===== src/hdl/trap_pkg.sv =====
package trap_pkg;

	localparam int xlen = 32;	// address width the structs are built for

	// major opcodes the trap unit has to recognise
	typedef enum logic [6:0] {
		FENCE  = 7'b0001111,	// MISC-MEM
		SYSTEM = 7'b1110011,
		BRANCH = 7'b1100011,
		JAL    = 7'b1101111,
		JALR   = 7'b1100111,
		STORE  = 7'b0100011
	} opcode_e;

	typedef enum logic [2:0] {
		NONE                   = 3'd0,
		FENCE_I                = 3'd1,
		ECALL                  = 3'd2,
		EBREAK                 = 3'd3,
		MRET                   = 3'd4,
		MISALIGNED_INSTRUCTION = 3'd5,
		MISALIGNED_MEMORY      = 3'd6
	} trap_cause_e;

	localparam logic [2:0]  funct3_fence_i = 3'b001;	// Zifencei
	localparam logic [2:0]  funct3_priv    = 3'b000;	// ECALL/EBREAK/MRET group
	localparam logic [11:0] funct12_ecall  = 12'h000;
	localparam logic [11:0] funct12_ebreak = 12'h001;
	localparam logic [11:0] funct12_mret   = 12'h302;

	// store access sizes in funct3
	localparam logic [2:0] store_byte = 3'b000;
	localparam logic [2:0] store_half = 3'b001;
	localparam logic [2:0] store_word = 3'b010;

	typedef struct packed {
		logic [11:0] funct12;
		logic [4:0]  rs1;
		logic [2:0]  funct3;
		logic [4:0]  rd;
		logic [6:0]  opcode;
	} system_fmt_s;

	typedef struct packed {
		logic [3:0] fm;		// fence mode
		logic [3:0] pred;
		logic [3:0] succ;
		logic [4:0] rs1;
		logic [2:0] funct3;
		logic [4:0] rd;
		logic [6:0] opcode;
	} fence_fmt_s;

	// one ID word, read either as SYSTEM or as MISC-MEM
	typedef union packed {
		system_fmt_s system;
		fence_fmt_s  fence;
	} instr_word_u;

	typedef struct packed {
		instr_word_u       instr;
		logic              branch_predicted_taken;
		logic [xlen-1:0]   branch_target;
	} id_stage_s;

	typedef struct packed {
		logic [6:0]      ex_opcode;
		logic [xlen-1:0] jump_target;
	} ex_stage_s;

	typedef struct packed {
		logic [6:0]      mem_opcode;
		logic [2:0]      mem_funct3;	// access size
		logic [xlen-1:0] mem_address;
	} mem_stage_s;

	typedef struct packed {
		logic            trapped;
		trap_cause_e     cause;
		logic [xlen-1:0] value;		// faulting target or address
	} trap_report_s;

	localparam trap_report_s no_trap = '{trapped: 1'b0, cause: NONE, value: '0};

endpackage

===== src/hdl/trap_unit.sv =====
`timescale 1ns/1ps

module trap_unit #(
	parameter int XLEN = trap_pkg::xlen
) (
	input  logic                   clk,
	input  logic                   reset,
	input  trap_pkg::id_stage_s    id,
	input  trap_pkg::ex_stage_s    ex,
	input  trap_pkg::mem_stage_s   mem,
	output trap_pkg::trap_report_s trap
);

	import trap_pkg::*;

	trap_report_s decode_report;	// FENCE.I, ECALL, EBREAK, MRET
	trap_report_s ex_mem_report;	// jump or store misalignment
	trap_report_s id_branch_report;	// predicted branch misalignment

	system_trap_decoder decoder0 (
		.instr  (id.instr),
		.report (decode_report)
	);

	alignment_trap_detector #(
		.XLEN (XLEN)
	) align0 (
		.id               (id),
		.ex               (ex),
		.mem              (mem),
		.ex_mem_report    (ex_mem_report),
		.id_branch_report (id_branch_report)
	);

	trap_arbiter #(
		.XLEN (XLEN)
	) arbiter0 (
		.clk              (clk),
		.reset            (reset),
		.decode_report    (decode_report),
		.ex_mem_report    (ex_mem_report),
		.id_branch_report (id_branch_report),
		.trap             (trap)
	);

endmodule


===== src/hdl/trap_arbiter.sv =====
`timescale 1ns/1ps

module trap_arbiter #(
	parameter int XLEN = trap_pkg::xlen
) (
	input  logic                   clk,
	input  logic                   reset,
	input  trap_pkg::trap_report_s decode_report,
	input  trap_pkg::trap_report_s ex_mem_report,
	input  trap_pkg::trap_report_s id_branch_report,
	output trap_pkg::trap_report_s trap
);

	import trap_pkg::*;

	if (XLEN != xlen) begin : g_xlen_check
		$error("trap_arbiter: XLEN %0d differs from package width %0d", XLEN, xlen);
	end

	trap_report_s next_trap;	// winner of this cycle
	logic [1:0]   winner;		// which report was taken, 0 when none

	// oldest stage first; ID system ops and ID branches never overlap
	always_comb begin
		if (ex_mem_report.trapped) begin
			winner = 2'd1;
		end
		else if (decode_report.trapped) begin
			winner = 2'd2;
		end
		else if (id_branch_report.trapped) begin
			winner = 2'd3;
		end
		else begin
			winner = 2'd0;
		end
	end

	always_comb begin
		case (winner)
			2'd1:    next_trap = ex_mem_report;
			2'd2:    next_trap = decode_report;
			2'd3:    next_trap = id_branch_report;
			default: next_trap = no_trap;
		endcase
	end

	// single pipeline register of the unit
	always_ff @(posedge clk) begin
		if (reset) begin
			trap <= no_trap;
		end
		else begin
			trap <= next_trap;
		end
	end

endmodule


===== src/hdl/alignment_trap_detector.sv =====
`timescale 1ns/1ps

module alignment_trap_detector #(
	parameter int XLEN = trap_pkg::xlen
) (
	input  trap_pkg::id_stage_s    id,
	input  trap_pkg::ex_stage_s    ex,
	input  trap_pkg::mem_stage_s   mem,
	output trap_pkg::trap_report_s ex_mem_report,
	output trap_pkg::trap_report_s id_branch_report
);

	import trap_pkg::*;

	if (XLEN != xlen) begin : g_xlen_check
		$error("alignment_trap_detector: XLEN %0d differs from package width %0d",
			XLEN, xlen);
	end

	logic            branch_taken;	// predicted-taken branch in ID
	logic            ex_is_jump;
	logic            mem_is_store;
	logic            store_misaligned;
	logic [XLEN-1:0] branch_target;
	logic [XLEN-1:0] jump_target;
	logic [XLEN-1:0] store_address;

	assign branch_taken = (id.instr.system.opcode == BRANCH) && id.branch_predicted_taken;
	assign ex_is_jump = (ex.ex_opcode == JAL) || (ex.ex_opcode == JALR);
	assign mem_is_store = (mem.mem_opcode == STORE);

	assign branch_target = id.branch_target;
	assign jump_target = ex.jump_target;
	assign store_address = mem.mem_address;

	// size rule for stores
	always_comb begin
		case (mem.mem_funct3)
			store_byte: store_misaligned = 1'b0;
			store_half: store_misaligned = store_address[0];
			store_word: store_misaligned = |store_address[1:0];
			default:    store_misaligned = 1'b1;	// no wider stores on RV32I
		endcase
	end

	// MEM is older than EX, so it is reported first
	always_comb begin
		ex_mem_report = no_trap;
		if (mem_is_store && store_misaligned) begin
			ex_mem_report.trapped = 1'b1;
			ex_mem_report.cause = MISALIGNED_MEMORY;
			ex_mem_report.value = store_address;
		end
		else if (ex_is_jump && |jump_target[1:0]) begin
			ex_mem_report.trapped = 1'b1;
			ex_mem_report.cause = MISALIGNED_INSTRUCTION;
			ex_mem_report.value = jump_target;
		end
	end

	always_comb begin
		id_branch_report = no_trap;
		if (branch_taken && |branch_target[1:0]) begin	// no C extension
			id_branch_report.trapped = 1'b1;
			id_branch_report.cause = MISALIGNED_INSTRUCTION;
			id_branch_report.value = branch_target;
		end
	end

endmodule


===== src/hdl/system_trap_decoder.sv =====
`timescale 1ns/1ps

module system_trap_decoder (
	input  trap_pkg::instr_word_u  instr,
	output trap_pkg::trap_report_s report
);

	import trap_pkg::*;

	logic is_fence_i;	// FENCE with funct3 001
	logic is_priv;		// SYSTEM with funct3 000

	// fence view for Zifencei
	assign is_fence_i = (instr.fence.opcode == FENCE) &&
		(instr.fence.funct3 == funct3_fence_i);

	// system view for the privileged group
	assign is_priv = (instr.system.opcode == SYSTEM) &&
		(instr.system.funct3 == funct3_priv);

	always_comb begin
		report = no_trap;	// value stays zero for all of these
		if (is_fence_i) begin
			report.trapped = 1'b1;
			report.cause = FENCE_I;
		end
		else if (is_priv) begin
			case (instr.system.funct12)
				funct12_mret: begin
					report.trapped = 1'b1;
					report.cause = MRET;
				end
				funct12_ebreak: begin
					report.trapped = 1'b1;
					report.cause = EBREAK;
				end
				funct12_ecall: begin
					report.trapped = 1'b1;
					report.cause = ECALL;
				end
				default: begin
					// wfi, sret and friends are not handled here
					report = no_trap;
				end
			endcase
		end
	end

endmodule


===== config.mk =====
export PLATFORM = sky130hd
export DESIGN_NAME = trap_unit
export DESIGN_NICKNAME = d
export VERILOG_FILES = /design/src/hdl/trap_pkg.sv /design/src/hdl/trap_unit.sv /design/src/hdl/trap_arbiter.sv /design/src/hdl/alignment_trap_detector.sv /design/src/hdl/system_trap_decoder.sv
export SDC_FILE = /design/constraint.sdc
export NUM_CORES = 1
export LEC_CHECK = 0
export BUFFER_PORTS_ARGS = -buffer_cell sky130_fd_sc_hd__buf_2
export CORE_MARGIN = 3
export CORE_UTILIZATION = 30
export CTS_CLUSTER_DIAMETER = 80
export DETAILED_ROUTE_END_ITERATION = 8
export PLACE_DENSITY = 0.7
export SYNTH_ARGS = -nofsm -noshare
export SYNTH_HDL_FRONTEND = slang
export SYNTH_SLANG_ARGS = --single-unit
export TNS_END_PERCENT = 10

===== constraint.sdc =====
create_clock -name clk -period 2.91 [get_ports clk]
set_input_delay 0.1455 -clock clk [delete_from_list [all_inputs] [get_ports clk]]
set_output_delay 0.1455 -clock clk [all_outputs]
set_load 0.005 [all_outputs]

# Word-level counts from Yosys, hierarchy flattened
# Cells that the tools add are included.
[word_totals]
regBits = 36
latch_bits = 0
ramBits = 0
rom_bits = 0
input_bits = 148
out_inout_bits = 36
n_memories = 0
[op_classes]
n_addsub = 0
multipliers = 0
div = 0
n_lt_le_gt_ge = 0
eq_ne = 14
shifts = 0
n_mux = 12
n_bitwise = 0
reduce_logical = 13
[op_table]
columns = ["op", "n"]
rows = [
  ["$mux W36", 4],
  ["$pmux W36 S3", 1],
  ["$mux W32", 1],
  ["$eq A7 B7 Y1 const B", 4],
  ["$eq A12 B1 Y1 const B", 1],
  ["$eq A12 B10 Y1 const B", 1],
  ["$logic_not A12 Y1", 1],
  ["$pmux W4 S3", 1],
  ["$eq A7 B4 Y1 const B", 1],
  ["$eq A7 B6 Y1 const B", 1],
  ["$eq A3 B1 Y1 const B", 2],
  ["$logic_and A1 B1 Y1", 6],
  ["$logic_not A3 Y1", 2],
  ["$mux W2", 3],
  ["$reduce_or A2 Y1", 3],
  ["$eq A2 B2 Y1 const B", 2],
  ["$mux W4", 1],
  ["$eq A3 B2 Y1 const B", 1],
  ["$pmux W1 S3", 1],
  ["$eq A2 B1 Y1 const B", 1],
  ["$logic_or A1 B1 Y1", 1],
]

# Logic depth before layout (Yosys ltp)
[depth]
depth_word = 9
mapped_depth = 7
depth_no_buf = 5

# By module
# Synthesis repeated with hierarchy kept, for this count alone.
[unflattened]
hier_cells = 376
area_unflattened_um2 = 3243.1
[modules_own_cells]
columns = ["module", "n_inst", "cells_per_inst", "area_per_inst_um2"]
rows = [
  ["trap_arbiter", 1, 165, 1896.8],
  ["alignment_trap_detector", 1, 159, 987.2],
  ["system_trap_decoder", 1, 52, 359.1],
]

# Least setup slack after synthesis
# OpenSTA, ideal clock, no wires.
[synth_timing]
kind = "input -> register"
from = "in id[38] in the netlist's numbering"
to = "reg, netlist name arbiter0.trap[10]"
setup_time_ns = 0.073
arrival_ns = 1.526
required_ns = 2.837
slack_ns = 1.311
cell_stages = 7
path_buffers = 2
cell_sequence = "or4b_4 nor4_4 nor3_1 a31o_1 buf_6 buf_6 nor3_2"
[synth_between]
elab_chain_cells = 9
[synth_rtl]
columns = ["item", "line", "source"]
rows = [
  ["start: declaration", "trap_unit.sv:8", "input trap_pkg::id_stage_s id,"],
  ["$eq A7 B7 Y1", "alignment_trap_detector.sv:28", "assign branch_taken = (id.instr.system.opcode == BRANCH) && id.branch_predicted_taken;"],
  ["$logic_and A1 B1 Y1", "alignment_trap_detector.sv:28", ""],
  ["$logic_and A1 B1 Y1", "alignment_trap_detector.sv:63", "if (branch_taken && |branch_target[1:0]) begin"],
  ["$mux W36", "alignment_trap_detector.sv:63", ""],
  ["$mux W2", "trap_arbiter.sv:31", "else if (id_branch_report.trapped) begin"],
  ["$mux W2", "trap_arbiter.sv:28", "else if (decode_report.trapped) begin"],
  ["$mux W2", "trap_arbiter.sv:25", "if (ex_mem_report.trapped) begin"],
  ["$eq A2 B2 Y1 or $eq A2 B1 Y1 (tied branches)", "trap_arbiter.sv:40", "case (winner)"],
  ["$pmux W36 S3 (*)", "trap_arbiter.sv:40", ""],
]
# Mark *: on every way between the ends. The rest lies on a longest branch, timed or not.
# A chain may end at the register's enable or synchronous reset.

# Worst setup path after layout
[layout_timing]
from = "in ex[36] in the netlist's numbering"
to = "reg, netlist name arbiter0.trap[32]"
[layout_between]
elab_chain_cells = 8
[layout_rtl]
columns = ["item", "line", "source"]
rows = [
  ["start: declaration", "trap_unit.sv:9", "input trap_pkg::ex_stage_s ex,"],
  ["$eq A7 B7 Y1", "alignment_trap_detector.sv:29", "assign ex_is_jump = (ex.ex_opcode == JAL) || (ex.ex_opcode == JALR);"],
  ["$logic_or A1 B1 Y1 (*)", "alignment_trap_detector.sv:29", ""],
  ["$logic_and A1 B1 Y1 (*)", "alignment_trap_detector.sv:54", "else if (ex_is_jump && |jump_target[1:0]) begin"],
  ["$mux W36 (*)", "alignment_trap_detector.sv:54", ""],
  ["$mux W36 (*)", "alignment_trap_detector.sv:49", "if (mem_is_store && store_misaligned) begin"],
  ["$mux W2", "trap_arbiter.sv:25", ""],
  ["$eq A2 B2 Y1 or $eq A2 B1 Y1 (tied branches)", "trap_arbiter.sv:40", ""],
  ["$pmux W36 S3 (*)", "trap_arbiter.sv:40", ""],
]
# Marks and branches as above.

==> metrics.cfg <==
[clocking]
clock_sinks=36
cts_tree=built
cts.repair.resized=0
cts_buffers=5
post_cts_buffers=0
cts_root_buf=clkbuf_8
clk_pin_slew_worst_paths_ns=0.07
htreeDepth=2
cts.hold.buffers_added=0
cts.path.max_buffers=2

[detailed_routing]
dr_wl_met3_um=520
totalWireLength_um=6130
drt_pass1_iterations=4
via_per_inst=4.92
via_count=2115
drtAntennaViolNets=0
first_iter_violations=66
drc=0
wl_met1_um=2360
met2RoutedLength_um=3220
wl_per_cell_um=14.3
highest_layer=met4

[critical_path]
critical_path_class=in2reg
critPathCaptureType=flop
crit_path_top_delay_cell=nor2_2
worstSetupStartpointType=input port
cp_slowest_stage_delay_ns=0.66
crit_chain=buf_2 -> nand4b_1 -> nor2_2 -> nor3_1 -> a31o_2 -> buf_4 -> a211oi_1
cp.required_ns=3.10
crit_family=simple AND/OR/NAND/NOR gates
path_max_fanout=19
arrival_ns=2.23
path_buf_inv=2

[place]
place.gp.congestion=0.766
portBuffers=172
place_hpwl_um=4880

[floorplan]
row_count=27
ios=184
start_util_pct=31.8
die-area_sq_um=6980
core-area_sq_um=5680
die_w_um=83.6
die_y_um=83.6

[grt]
grt_max_degree=34
antenna_found_initial=0
grt_pass1_vias=2177
grt_remaining_overflow=0
grt.total_usage_pct=17.2
grt_pass1_wl_um=9950

[finish]
fillers=562
area_delta_synth_final_pct=54.7
regMostFlops=arbiter0.trap
drive_gt1_share_pct=60.9
top_regs=arbiter0.trap: 36 flops
layout.nets=506
largest_reg_flops=36
n_antenna_cell=0
utilization_pct=49.2

[timing]
setup_viol_count_final=0
fin_tns_setup_ns=0
maxSlewViolCount=0
period_share_pct=70.0
hold_violations=0
tightest_slew_ns=0.827
timing.fmax_mhz=491
rsz0062_at_grt=false
max-slew-margin-rel_pct=44.8
period_needed_ns=2.04

[power_and_ir_drop]
p_per_area_nw_per_um2=335
ir_worst_vdd_uv=149
leakagePower_nw=1.30

[logic_synthesis]
synthCells=190
synth_flop_cell=dfxtp_1
syn_area_sq_um=1800
synth_area_leaders=dfxtp_1 40%, a221oi_1 15%, nor3_2 15%, nor2_1 7.5%, buf_6 2.5%
synth_seq_area_share_pct=39.9
synth_top_cell_area_share_pct=39.9
synth_edf_count=0
syn_avg_cell_area_sq_um=9.50
synth_top_area_cell=dfxtp_1
synth_cell_types=33
ys_async_sr_fraction_pct=0
yosysWarningCount=0
ys_ff_latch=36
synthTopCellsByCount=36 x dfxtp_1, 36 x nor2_1, 31 x a221oi_1, 27 x nor3_2, 12 x clkbuf_1
synthesis.nets=338

[status]
outcome=complete, no violations

[job]
maxCapViolCount=0

[hold_path]
holdCritPathClass=in2reg

## cell type report
type	instances	area (sq um)	share of cell area, %
clock inverters	1	5.00	0.179
repair buffers	177	898	32.2
inverters	1	3.75	0.134
clock buffers	6	72.6	2.60
multi-input cells	137	1000	35.9
well taps	72	90.1	3.23
flip-flops and latches	36	721	25.8
## layer usage
metal	global-route usage, %	vias up
met5	0	-
met4	4.53	0
met3	4.24	2
met2	32.8	101
met1	18.7	946
li1	-	1066
## kinds of logic (layout without fill, tap and decap cells)
kind of cell | after synthesis | count (layout) | synth area share [%]
AND/OR/NAND/NOR | 94 | 94 | 34.7
AO/OA/AOI/OAI | 43 | 43 | 20.1
buffers and inverters | 17 | 185 | 5.20
flip-flops | 36 | 36 | 39.9
## cell usage in the layout, fill, tap and decap left out
master | synthesis | routed
buf_2 | 0 | 172
buf_4 | 0 | 5
nor3_2 | 27 | 27
nor4bb_1 | 1 | 1
nand4b_1 | 2 | 2
nand2_1 | 2 | 2
nand3_1 | 2 | 2
nand2b_1 | 2 | 2
o211ai_1 | 1 | 1
dfxtp_1 | 36 | 36
nor2b_2 | 0 | 1
nor3_1 | 8 | 8
nand4_1 | 2 | 2
a21oi_1 | 3 | 3
o22a_1 | 1 | 1
nor4_1 | 2 | 2
nor4b_2 | 1 | 1
and2_1 | 2 | 2
nor4_4 | 1 | 1
clkinv_2 | 0 | 1
clkbuf_8 | 0 | 5
a31o_2 | 0 | 1
or4b_4 | 1 | 1
o2111ai_2 | 0 | 1
o2111a_1 | 1 | 1
o21ba_1 | 1 | 1
clkbuf_1 | 12 | 1
nor2_1 | 36 | 35
a221oi_1 | 31 | 31
nand3b_1 | 2 | 2
and3_1 | 1 | 1
a31oi_1 | 1 | 1
nor2_2 | 0 | 1
nor4b_1 | 1 | 1
a211oi_1 | 1 | 1
inv_2 | 1 | 1
a21o_1 | 1 | 1
## worst paths after layout
path     from           endpoint  slack, ns  depth (start not counted)
max    ex[36]  arbiter0.trap[32]       0.87                          7
min   mem[10]  arbiter0.trap[10]       0.14                          3
## stage by stage
| stage | total power [mW] | area (sq um) | worst slack [ns] | hold WS [ns] | cells |
|---|---|---|---|---|---|
| after global routing | 0.986 | 2790 | 0.643 | 0.145 | 430 |
| after global placement | 0.622 | 2710 | 0.564 | 0.426 | 423 |
| after floorplan | 0.525 | 1800 | 1.31 | 0.302 | 190 |
| after CTS | 0.956 | 2790 | 0.835 | 0.133 | 430 |
| final | 0.936 | 2790 | 0.873 | 0.144 | 430 |
| after detailed placement | 0.624 | 2710 | 0.540 | 0.433 | 423 |
## power by group
group | switching [mW] | internal [mW]
Combinational | 0.0452 | 0.0739
Sequential | 0.0000716 | 0.493
Clock | 0.161 | 0.163
Note: power is estimated with default switching activity, not from simulation.
